==> src/hdl/frame_macros.svh <==
// Shared frame constants
// Data widths, game reset hold time and board options

`ifndef FRAME_MACROS_SVH
`define FRAME_MACROS_SVH

`define FRAME_GAME_COLW         4   // Game colour component
`define FRAME_VGA_COLW          6   // VGA colour component
`define FRAME_SND_W             16  // Sound sample

// Cycles of game reset after the last cause
`define FRAME_RST_HOLD          16

`define FRAME_GAME_ACTIVE_HIGH  0   // 0 gives active-low game inputs
`define FRAME_THREE_BUTTONS     0   // 0 keeps button 3 released
`define FRAME_SIGNED_SND        0   // Two's complement samples when set

`endif

==> src/hdl/frame_video_pkg.sv <==
// Video types for the frame
// Colour component typedefs, game pixel and VGA pixel structs

`include "frame_macros.svh"

package frame_video_pkg;

    typedef logic [`FRAME_GAME_COLW-1:0] game_col_t;
    typedef logic [`FRAME_VGA_COLW-1:0]  vga_col_t;

    // Pixel as the game core produces it
    typedef struct packed {
        game_col_t r;
        game_col_t g;
        game_col_t b;
        logic      lhbl;    // Active low
        logic      lvbl;    // Active low
        logic      hs;
        logic      vs;
    } game_pixel_t;

    // Pixel towards the VGA connector
    typedef struct packed {
        vga_col_t r;
        vga_col_t g;
        vga_col_t b;
        logic     hs;
        logic     vs;
    } vga_pixel_t;

endpackage

==> src/hdl/frame_ctrl_pkg.sv <==
// Control types for the frame
// Board and game joystick structs, game input bundle, sound sample

`include "frame_macros.svh"

package frame_ctrl_pkg;

    // Controller word, all bits active high
    typedef struct packed {
        logic pause;
        logic start;
        logic coin;
        logic b3;
        logic b2;
        logic b1;
        logic up;
        logic down;
        logic left;
        logic right;
    } board_joy_t;

    typedef struct packed {
        logic b3;
        logic b2;
        logic b1;
        logic up;
        logic down;
        logic left;
        logic right;
    } game_joy_t;

    typedef struct packed {
        game_joy_t  joy1;
        game_joy_t  joy2;
        logic [1:0] coin;   // Player 2 in the MSB
        logic [1:0] start;
        logic       pause;
    } game_inputs_t;

    typedef logic [`FRAME_SND_W-1:0] snd_t;

endpackage

==> src/hdl/frame_reset.sv <==
// Game reset generator
// Merges board reset, DIP flip changes, reset requests and ROM download
// and stretches the result with a hold counter

`include "frame_macros.svh"

module frame_reset (
    input  logic clk_sys,
    input  logic rst,
    input  logic dip_flip,
    input  logic rst_req,
    input  logic downloading,
    output logic game_rst
);

    localparam int CNT_W = $clog2(`FRAME_RST_HOLD + 1);
    localparam logic [CNT_W-1:0] HOLD = CNT_W'(`FRAME_RST_HOLD);

    logic             dip_last;
    logic             dip_change;
    logic             cause;
    logic [CNT_W-1:0] hold_cnt;

    assign dip_change = dip_flip != dip_last;

    // Board reset is handled in the register branch below
    assign cause = downloading | rst_req | dip_change;

    // Previous DIP flip setting
    always_ff @(posedge clk_sys) begin
        dip_last <= dip_flip;
    end

    always_ff @(posedge clk_sys) begin
        if (rst) begin
            hold_cnt <= HOLD;
            game_rst <= 1'b1;
        end else begin
            if (cause) begin
                hold_cnt <= HOLD;               // Restart the hold time
            end else if (hold_cnt != '0) begin
                hold_cnt <= hold_cnt - 1'b1;
            end
            // Sees the count before this edge's update
            game_rst <= hold_cnt != '0;
        end
    end

endmodule

==> src/hdl/frame_inputs.sv <==
// Player input mapping
// Picks joystick fields for the game, masks button 3, toggles pause
// and applies the game input polarity on a registered output

`include "frame_macros.svh"

module frame_inputs (
    input  logic                         clk_sys,
    input  logic                         game_rst,
    input  frame_ctrl_pkg::board_joy_t   board_joy1,
    input  frame_ctrl_pkg::board_joy_t   board_joy2,
    output frame_ctrl_pkg::game_inputs_t game_in
);

    import frame_ctrl_pkg::*;

    localparam int   GI_W   = $bits(game_inputs_t);
    localparam logic INVERT = (`FRAME_GAME_ACTIVE_HIGH == 0);

    logic [1:0]   pause_last;
    logic         pause_st;
    logic         pause_nxt;
    game_inputs_t mapped;     // Active-high view of the outputs

    function automatic game_joy_t pick_joy(board_joy_t bj);
        game_joy_t gj;
        gj.b3    = (`FRAME_THREE_BUTTONS != 0) ? bj.b3 : 1'b0;
        gj.b2    = bj.b2;
        gj.b1    = bj.b1;
        gj.up    = bj.up;
        gj.down  = bj.down;
        gj.left  = bj.left;
        gj.right = bj.right;
        return gj;
    endfunction

    // Either player's pause press flips the state
    assign pause_nxt = pause_st ^ ((board_joy1.pause & ~pause_last[0]) |
                                   (board_joy2.pause & ~pause_last[1]));

    always_comb begin
        mapped.joy1  = pick_joy(board_joy1);
        mapped.joy2  = pick_joy(board_joy2);
        mapped.coin  = {board_joy2.coin, board_joy1.coin};
        mapped.start = {board_joy2.start, board_joy1.start};
        mapped.pause = pause_nxt;
    end

    // Tracked through game reset, so a held key gives no edge after it
    always_ff @(posedge clk_sys) begin
        pause_last <= {board_joy2.pause, board_joy1.pause};
    end

    always_ff @(posedge clk_sys) begin
        if (game_rst) begin
            pause_st <= 1'b0;
            game_in  <= game_inputs_t'({GI_W{INVERT}});    // All inactive
        end else begin
            pause_st <= pause_nxt;
            game_in  <= game_inputs_t'(mapped ^ {GI_W{INVERT}});
        end
    end

endmodule

==> src/hdl/frame_video.sv <==
// Video output stage
// Expands game colour to VGA width, applies blanking and the
// scanline effect, and registers the syncs with the colour

`include "frame_macros.svh"

module frame_video (
    input  logic                        clk_sys,
    input  logic                        rst,
    input  logic                        pxl_cen,
    input  logic                        en_mixing,
    input  frame_video_pkg::game_pixel_t game_pix,
    output frame_video_pkg::vga_pixel_t  vga_pix
);

    import frame_video_pkg::*;

    localparam int EXT_W = `FRAME_VGA_COLW - `FRAME_GAME_COLW;

    logic hs_last;
    logic vs_last;
    logic line_odd;
    logic line_odd_nxt;
    logic blank;
    logic dim;

    // MSBs repeated into the new LSBs so full scale stays full scale
    function automatic vga_col_t expand(game_col_t c, logic blk, logic half);
        vga_col_t v;
        v = {c, c[`FRAME_GAME_COLW-1 -: EXT_W]};
        if (blk) begin
            v = '0;
        end else if (half) begin
            v = v >> 1;
        end
        return v;
    endfunction

    // Line parity, vertical sync wins over a coincident hsync edge
    always_comb begin
        line_odd_nxt = line_odd;
        if (game_pix.vs && !vs_last) begin
            line_odd_nxt = 1'b0;
        end else if (game_pix.hs && !hs_last) begin
            line_odd_nxt = ~line_odd;
        end
    end

    assign blank = ~(game_pix.lhbl & game_pix.lvbl);
    assign dim   = en_mixing & line_odd_nxt;        // Darken odd lines

    always_ff @(posedge clk_sys) begin
        if (rst) begin
            hs_last  <= 1'b0;
            vs_last  <= 1'b0;
            line_odd <= 1'b0;
            vga_pix  <= '0;
        end else if (pxl_cen) begin
            hs_last    <= game_pix.hs;
            vs_last    <= game_pix.vs;
            line_odd   <= line_odd_nxt;
            vga_pix.r  <= expand(game_pix.r, blank, dim);
            vga_pix.g  <= expand(game_pix.g, blank, dim);
            vga_pix.b  <= expand(game_pix.b, blank, dim);
            vga_pix.hs <= game_pix.hs;
            vga_pix.vs <= game_pix.vs;
        end
    end

endmodule

==> src/hdl/frame_sound_dac.sv <==
// Sound DAC
// First-order sigma-delta modulator, 16-bit sample in, 1-bit PWM out

`include "frame_macros.svh"

module frame_sound_dac (
    input  logic                 clk_sys,
    input  logic                 rst,
    input  frame_ctrl_pkg::snd_t snd,
    output logic                 audio
);

    import frame_ctrl_pkg::*;

    localparam int W = `FRAME_SND_W;

    snd_t       sample;     // Offset binary
    snd_t       acc;
    logic [W:0] sum;

    // Signed samples get their MSB flipped
    always_comb begin
        sample = snd;
        if (`FRAME_SIGNED_SND != 0) begin
            sample[W-1] = ~snd[W-1];
        end
    end

    assign sum = {1'b0, acc} + {1'b0, sample};

    // Carry density follows sample / 2^W
    always_ff @(posedge clk_sys) begin
        if (rst) begin
            acc   <= '0;
            audio <= 1'b0;
        end else begin
            acc   <= sum[W-1:0];
            audio <= sum[W];
        end
    end

endmodule

==> src/hdl/frame_lite.sv <==
// Reduced board frame for an arcade core
// Game reset, player inputs, VGA video and sigma-delta sound

module frame_lite (
    input  logic                          clk_sys,
    input  logic                          rst,          // Board reset
    input  logic                          pxl_cen,
    // Reset causes
    input  logic                          dip_flip,     // Any change restarts the game
    input  logic                          rst_req,
    input  logic                          downloading,
    // Controllers
    input  frame_ctrl_pkg::board_joy_t    board_joy1,
    input  frame_ctrl_pkg::board_joy_t    board_joy2,
    // Game video and sound
    input  frame_video_pkg::game_pixel_t  game_pix,
    input  logic                          en_mixing,
    input  frame_ctrl_pkg::snd_t          snd,
    // Towards the game
    output logic                          game_rst,
    output frame_ctrl_pkg::game_inputs_t  game_in,
    // Towards the board
    output frame_video_pkg::vga_pixel_t   vga_pix,
    output logic                          audio
);

    frame_reset u_reset (
        .clk_sys     ( clk_sys     ),
        .rst         ( rst         ),
        .dip_flip    ( dip_flip    ),
        .rst_req     ( rst_req     ),
        .downloading ( downloading ),
        .game_rst    ( game_rst    )
    );

    // Inputs follow the game reset
    frame_inputs u_inputs (
        .clk_sys     ( clk_sys     ),
        .game_rst    ( game_rst    ),
        .board_joy1  ( board_joy1  ),
        .board_joy2  ( board_joy2  ),
        .game_in     ( game_in     )
    );

    // Video and sound keep running through a game reset
    frame_video u_video (
        .clk_sys     ( clk_sys     ),
        .rst         ( rst         ),
        .pxl_cen     ( pxl_cen     ),
        .en_mixing   ( en_mixing   ),
        .game_pix    ( game_pix    ),
        .vga_pix     ( vga_pix     )
    );

    frame_sound_dac u_dac (
        .clk_sys     ( clk_sys     ),
        .rst         ( rst         ),
        .snd         ( snd         ),
        .audio       ( audio       )   // Same stream for both channels
    );

endmodule

==> config.mk <==
export PLATFORM = sky130hd
export DESIGN_NAME = frame_lite
export DESIGN_NICKNAME = d
export VERILOG_FILES = /design/src/hdl/frame_video_pkg.sv /design/src/hdl/frame_ctrl_pkg.sv /design/src/hdl/frame_reset.sv /design/src/hdl/frame_inputs.sv /design/src/hdl/frame_video.sv /design/src/hdl/frame_sound_dac.sv /design/src/hdl/frame_lite.sv
export VERILOG_INCLUDE_DIRS = /design/src /design/src/hdl
export SDC_FILE = /design/constraint.sdc
export NUM_CORES = 1
export LEC_CHECK = 0
export ABC_AREA = 1
export ABC_CLOCK_PERIOD_IN_PS = 2400
export BUFFER_PORTS_ARGS = -buffer_cell sky130_fd_sc_hd__buf_2
export CAP_MARGIN = 40
export CORE_MARGIN = 2
export CORE_UTILIZATION = 40
export DETAILED_ROUTE_END_ITERATION = 16
export PLACE_DENSITY_LB_ADDON = 0.3
export SKIP_LAST_GASP = 1
export SLEW_MARGIN = 20
export SYNTH_ARGS = -nofsm -noshare
export SYNTH_HDL_FRONTEND = slang
export SYNTH_SLANG_ARGS = --single-unit
export TNS_END_PERCENT = 20
==> constraint.sdc <==
create_clock -name clk_sys -period 2.4 [get_ports clk_sys]
set_clock_uncertainty 0.15 [all_clocks]
set_input_delay 0.48 -clock clk_sys [delete_from_list [all_inputs] [get_ports clk_sys]]
set_output_delay 0.48 -clock clk_sys [all_outputs]
set_load 0.02 [all_outputs]
# After elaboration in Yosys (flattened, before gate mapping)

Index checks and enable logic that the tools add are counted.

Flip-flop bits (word level): 67
Latch bits: 0
Memory bits (writable): 0
Memory bits (read-only): 0
Bits of input ports: 59
Output and inout port bits: 41
Word-level logic and storage cells: 59
Memories kept: 0

$add $sub $neg: 2
Multiply operators: 0
Div/mod/pow operators: 0
Order comparisons: 0
Equality and inequality tests: 1
Shifts and indexed selects: 0
Mux-type cells: 8
Bitwise operators: 12
Reduce and logical (&&, ||, !) cells: 6

Operator list:

| kind                                                               | number |
|---|---|
| 6-bit 2-to-1 mux                                                   | 6 |
| 18-bit inverter with 19-bit output                                 | 1 |
| 16-bit by 16-bit adder with 17-bit output                          | 1 |
| 5-bit nonzero test                                                 | 1 |
| 5-bit by 1-bit subtractor with 5-bit output, second input constant | 1 |
| 1-bit bitwise AND                                                  | 4 |
| 1-bit inverter                                                     | 3 |
| 1-bit bitwise OR                                                   | 3 |
| 1-bit logical AND                                                  | 2 |
| 1-bit logical NOT                                                  | 2 |
| 1-bit 2-to-1 mux                                                   | 2 |
| 2-bit OR reduction                                                 | 1 |
| 1-bit inequality test                                              | 1 |
| 1-bit XOR                                                          | 1 |

# Depth between registers and ports, before layout

Gate-level depths: netlist of run 1.

Depth after elaboration: 7
Mapped depth: 11
Mapped depth without buffers: 11

# By module

A second synthesis of run 1 with hierarchy kept.

Cells, all modules: 456
Area total of the unflattened synthesis: 3,203.1 um^2

By module, submodules not included:

| module          | times used | cells each | area each (um^2) | sequential area each (um^2) |
|---|---|---|---|---|
| frame_sound_dac | 1          | 221        | 1,378.8          | 340.3 |
| frame_video     | 1          | 134        | 922.1            | 360.3 |
| frame_inputs    | 1          | 53         | 553.0            | 400.4 |
| frame_reset     | 1          | 48         | 349.1            | 140.1 |

# Worst setup path before layout of run 1

OpenSTA, ideal clock, no wires.

Path type: input-to-reg
From: in snd[0]
To: reg u_dac.acc[14]
Library setup time: 115 ps
Arrival: 1,607 ps
Required time: 2,135 ps
Slack: 528 ps
Cell stages on the path: 10
Path buffers: 0
Cells stage by stage: ha_1 -> fa_1 -> nand2_1 -> nand3_1 -> nand3_1 -> nand2_1 -> nand2_1 -> nand3_1 -> nand2_1 -> nor2_1

Word-level cells in the longest chain between the ends: 1

Ends and longest elaborated chain:

| element                                   | line                  | text |
|---|---|---|
| start: declaration                        | frame_lite.sv:18      | `input frame_ctrl_pkg::snd_t snd,` |
| 16-bit by 16-bit adder with 17-bit output | frame_sound_dac.sv:29 | `assign sum = {1'b0, acc} + {1'b0, sample};` |
| end signal: assignment                    | frame_sound_dac.sv:37 | `acc <= sum[W-1:0];` |
| end: declaration                          | frame_sound_dac.sv:18 | `snd_t acc;` |

No other way between the ends.
A chain may end at the register's enable or synchronous reset.

# Worst setup path in the final report of run 1

From: reg u_dac.acc[0]
To: reg u_dac.acc[10]

Word-level cells in the longest chain between the ends: 1

Ends and longest elaborated chain:

| element                                   | line |
|---|---|
| 16-bit by 16-bit adder with 17-bit output | frame_sound_dac.sv:29 |

No other way between the ends.

==> results of run 1 <==
-- area by class of cell --
cell class / instances / area, um2 / share of cell area [%]
clock buffers: 10 / 138 / 3.59
clock inverters: 6 / 115 / 3.00
inverters: 66 / 248 / 6.47
multi-input cells: 291 / 1470 / 38.3
flip-flops and latches: 62 / 1240 / 32.4
well taps: 99 / 124 / 3.23
repair buffers: 98 / 498 / 13.0
-- sequential cells by signal (all words and copies together), names as in the netlist --
| register | count |
|---|---|
| u_reset.hold_cnt | 5 |
| u_inputs.pause_st | 1 |
| u_video.line_odd | 1 |
| u_reset.game_rst | 1 |
| u_reset.dip_last | 1 |
| u_inputs.game_in | 17 |
| u_dac.acc | 16 |
| u_inputs.pause_last | 2 |
| u_dac.audio | 1 |
| u_video.vga_pix | 17 |
-- where the power goes --
part / internal, W / switching, W / total (W) / leakage [nW]
Combinational: 0.000327 / 0.000565 / 0.000891 / 1.39
Clock: 0.000726 / 0.000435 / 0.00116 / 0.124
Sequential: 0.00113 / 0.0000378 / 0.00117 / 0.508
-- layer usage --
metal  vias to the layer above  track usage, %  routed length, um
li1                       1549               -                  -
met1                      1325            19.7               3060
met2                        68            30.8               3490
met3                         6            4.23                345
met4                         0            7.32                 80
met5                         -               0                  0
-- stage by stage --
step	instances	utilization [%]
floorplan	435	-
global placement	616	48.8
detailed placement	616	48.8
CTS	632	52.3
global route	632	52.3
finish	632	52.3
-- cells in the mapped netlist (2+ instances only) --
cell type and instances:
nor3_1 9, clkinv_1 2, buf_2 4, inv_1 63, nor2_1 29, buf_4 8
xor2_1 2, nand4_1 10, clkbuf_1 3, a21oi_1 33, nand2_1 135, o21a_1 3
dfxtp_1 62, nand3_1 26, o21ai_0 8, ha_1 17
-- kinds of logic after synthesis --
family / synth area share [%]
buffers and inverters: 11.5
and+or+nand+nor: 30.7
AOI/OAI and AO/OA: 8.64
xor gates and xnor gates: 0.860
DFF: 40.6
other: 0.123
adders and majority gates: 7.62
-- final timing paths --
path                                                  startpoint                               end  slack, ps  cells after the start
worst min register to register  u_reset.hold_cnt[0]$_SDFFE_PP0P_  u_reset.hold_cnt[0]$_SDFFE_PP0P_        310                      2
worst max-delay path                     u_dac.acc[0]$_SDFF_PP0_          u_dac.acc[10]$_SDFF_PP0_        560                     10
worst min-delay path                               board_joy2[9]    u_inputs.pause_last[1]$_DFF_P_        110                      1
worst max register to register           u_dac.acc[0]$_SDFF_PP0_          u_dac.acc[10]$_SDFF_PP0_        560                     10
==> results_dict.tcl, run 1 <==
set metrics [dict create \
    core_mm2 0.00733 \
    slowest_delay_ps 420 \
    cpLargestDelayFamily "simple AND/OR/NAND/NOR gates" \
    post-route-period-util_pct 76.6 \
    ioPinCount 100 \
    hpwl_um 5420 \
    clk_latency_ps 330 \
    die_w_um 91.4 \
    grt_pass1_wl_um 11900 \
    slew_violations 0 \
    setup_tns_ps 0 \
    clkSinkCount 62 \
    irDropWorstVdd_mv 0.351 \
    numCtsBuffers 9 \
    synth_area_mm2 0.00306 \
    ys_async_sr_fraction_pct 0 \
    final_common_cell "nand2_1" \
    dieArea_mm2 0.00835 \
    crit_required_ps 2480 \
    cp_slowest_cell "fa_1" \
    ant_nets 0 \
    dp_slack_ps 251 \
    grt_use_total_pct 17.4 \
    path_cells "ha_1 -> fa_1 -> nand2_1 -> nand3_1 -> nand3_1 -> nand2_1 -> nand2_1 -> nand2_1 -> nor2_1 -> nor2_1" \
    yosysWarningCount 0 \
    initial_utilization_pct 41.7 \
    hp-class "input pin to flip-flop" \
    ctsResizeCount 0 \
    place_area_mm2 0.00358 \
    synth_ff_type "dfxtp_1" \
    die_height_um 91.4 \
    grt_overflow 0 \
    synth_area_leaders "dfxtp_1, nand2_1, inv_1, ha_1, a21oi_1" \
    wl_um 6980 \
    cts-root-buf "clkbuf_8" \
    power_w 0.00322 \
    nets 605 \
    clk_pin_slew_ps 70 \
    outcome "finished, final reports clean" \
    synth_top_cell_area_share_pct 40.6 \
    cts_setup_buffers 0 \
    synth_area_leader_cell "dfxtp_1" \
    clockBufferDepth 2 \
    gp_congestion 0.871 \
    cp.arrival_ps 1920 \
    slew_headroom_pct 64.4 \
    post-route-drc-count 0 \
    dr.pass1.iters 5 \
    ys_seq_elements 62 \
    hold_ws_ps 112 \
    mostFrequentLayoutCells "nand2_1, buf_2, inv_1" \
    cts-hold-fix-buffers 0 \
    synth_edf_count 0 \
    viasPerCell 4.66 \
    critPathKind "flip-flop to flip-flop" \
    fillers 747 \
    yosysUniqueCellTypes 36 \
    cp-end-kind "flip-flop" \
    cap_violations 0 \
    cp_common_cell "nand2_1" \
    rsz0062_at_grt "no" \
    layout-drive-gt1-share_pct 22.7 \
    worst_pin_slew_ps 534 \
    period_needed_ps 1840 \
    grt_pass1_vias 2837 \
    hold_viol 0 \
    first_iter_violations 113 \
    p_leak_nw 2.02 \
    yosysSeqAreaShare_pct 40.6 \
    diodes 0 \
    netlist_instances 434 \
    layout-area-overhead-vs-synth_pct 25.4 \
    row_count 31 \
    h-tree-depth 3 \
    synth_area_per_cell_um2 7.04 \
    path_buf_inv 0 \
    antenna_found_initial 0 \
    grt_max_degree 18 \
    fin_ws_ps 561 \
    max_freq_ghz 0.544 \
    port_buffers 95 \
    cts_tree "yes" \
    start_kind "flip-flop" \
    setup_violations 0 \
    vias 2948 \
    critPathMaxFanout 4 \
    fin_area_mm2 0.00383 \
    wl_per_cell_um 11.0 \
    power_density_mw_per_mm2 841 \
]
Power figures use the tool's default switching activity.
==> run 2, diff against run 1 <==
- ABC_CLOCK_PERIOD_IN_PS: 2400 -> 1700
- clock period: 2.4 -> 1.7 ns (I/O delays scaled with it)
==> run 2 against run 1 <==
The run now ends with setup timing left. Total power is 39% higher. Critical endpoint is now u_dac.acc[14]$_SDFF_PP0_. Core utilization is 4.4 points higher. Maximum frequency is 5.7% higher. Worst hold slack worse by 96 ps. Critical path type unchanged. Sequential power is 42% higher.
==> results_dict.tcl, run 2 (synthesis results as in run 1) <==
set metrics [dict create \
    hold_ws_ps 16.1 \
    hp-start "board_joy1[7]" \
    final_common_cell "nand2_1" \
    period_needed_ps 1740 \
    grt_max_degree 18 \
    reg2reg_setup_slack_ps -40 \
    die_w_um 91.4 \
    dr.pass1.iters 5 \
    start_kind "flip-flop" \
    final_util_pct 56.6 \
    hold_viol 0 \
    power_density_mw_per_mm2 1080 \
    r2r_end "u_dac.acc[14]$_SDFF_PP0_" \
    row_count 31 \
    layout-area-overhead-vs-synth_pct 35.9 \
    diodes 0 \
    vias 3047 \
    post-route-period-util_pct 102 \
    post-route-drc-count 0 \
    dieArea_mm2 0.00835 \
    violations "setup timing" \
    die_height_um 91.4 \
    cts_tree "yes" \
    grt_pass1_wl_um 12700 \
    wl_um 7460 \
    clockBufferDepth 2 \
    top_regs "u_inputs.game_in (17), u_video.vga_pix (17), u_dac.acc (16)" \
    p_leak_nw 2.16 \
    r2r-start "u_dac.acc[0]$_SDFF_PP0_" \
    numCtsBuffers 9 \
    fin_cells 664 \
    wl_per_cell_um 11.2 \
    place_area_mm2 0.00369 \
    fin_ws_ps -40.1 \
    mostFrequentLayoutCells "nand2_1, buf_2, inv_1" \
    cp.arrival_ps 1820 \
    ant_nets 0 \
    antenna_found_initial 0 \
    ioPinCount 100 \
    layout-drive-gt1-share_pct 26.4 \
    clk_pin_slew_ps 70 \
    setup_violations 2 \
    cap_violations 0 \
    grt_pass1_vias 2898 \
    first_iter_violations 128 \
    viasPerCell 4.59 \
    h-tree-depth 3 \
    worstHoldPathCells 2 \
    rsz0062_at_grt "yes" \
    clkSinkCount 62 \
    hpwl_um 5450 \
    nets 637 \
    grt_overflow 0 \
    core_mm2 0.00733 \
    worstHoldEndpoint "u_inputs.game_in[3]$_SDFF_PP1_" \
    critPathKind "flip-flop to flip-flop" \
    crit_required_ps 1780 \
    slew_violations 0 \
    fin_area_mm2 0.00415 \
    port_buffers 95 \
    place_inst 629 \
    clk_latency_ps 340 \
    max_freq_ghz 0.575 \
    grt_use_total_pct 18.7 \
    power_w 0.00447 \
    irDropWorstVdd_mv 0.585 \
    cts-root-buf "clkbuf_8" \
    critPathMaxFanout 4 \
    initial_utilization_pct 41.7 \
    outcome "finished with violations" \
    gp_congestion 0.867 \
    hp-class "input pin to flip-flop" \
    reg2reg_depth 10 \
    cp-end-kind "flip-flop" \
]
## run 2: changes by cell type in the layout (fill, tap and decap cells not counted), sizes merged
cell	previous run	this run
dlygate4sd3	0	18
clkinv	2	4
inv	66	65
buf	98	112
clkinvlp	1	2
bufinv	3	1
## run 2: cell type report
class                   count  area [um2]
clock buffers              10         138
multi-input cells         291        1540
repair buffers            130         796
well taps                  99         124
flip-flops and latches     62        1240
inverters                  66         248
fillers                   700        3180
clock inverters             6        70.1
## run 2: worst max-delay path, cell delays in order, from the launching register on
cell and delay (ps):
dfxtp_2 330, ha_4 160, fa_2 410, nand2_2 90
nand3_2 80, nand3_2 70, nand2_2 70, nand2_1 80
nand3_1 70, nand2_1 70, nor2_1 40
## run 2: worst max path at each step
stage               cells past startpoint                    start                  endpoint  slack (ps)
finish                                 10  u_dac.acc[0]$_SDFF_PP0_  u_dac.acc[14]$_SDFF_PP0_         -40
detailed placement                     10                   snd[0]  u_dac.acc[12]$_SDFF_PP0_        -200
global placement                       11                   snd[0]  u_dac.acc[10]$_SDFF_PP0_        -170
global route                            9  u_dac.acc[3]$_SDFF_PP0_  u_dac.acc[13]$_SDFF_PP0_        -150
floorplan                              10                   snd[0]  u_dac.acc[14]$_SDFF_PP0_          20
CTS                                    10  u_dac.acc[0]$_SDFF_PP0_  u_dac.acc[14]$_SDFF_PP0_          -9
## run 2: through the flow
stage / setup WS [ps] / setup TNS (ps)
floorplan: 20.3 / 0
global placement: -173 / -1190
detailed placement: -205 / -1530
CTS: -9.04 / -11.5
global route: -146 / -1080
finish: -40.1 / -58.6
## run 2: what timing repair did
| item | 4_1_cts | 5_1_grt |
|---|---|---|
| hold endpoints to repair | 18 | 0 |
| setup endpoints to repair | 5 | 11 |
| buffers inserted | 0 | 1 |
| hold buffers | 18 | 0 |
| pin swaps | 0 | 4 |
| gates resized for setup | 4 | 11 |
## run 2: power breakdown
group	internal, W	leakage (nW)	total, W	switching, W
Combinational	0.000616	1.56	0.00148	0.000862
Sequential	0.00160	0.509	0.00166	0.0000569
Clock	0.000726	0.100	0.00133	0.000606
Total	0.00294	2.16	0.00447	0.00153
## run 2: layer usage
metal	up-vias	GRT usage [%]	part of all wire, %
met4	0	7.32	2.4
li1	1613	-	-
met3	20	5.98	6.9
met5	-	0	0
met2	98	31.0	48
met1	1316	22.4	43
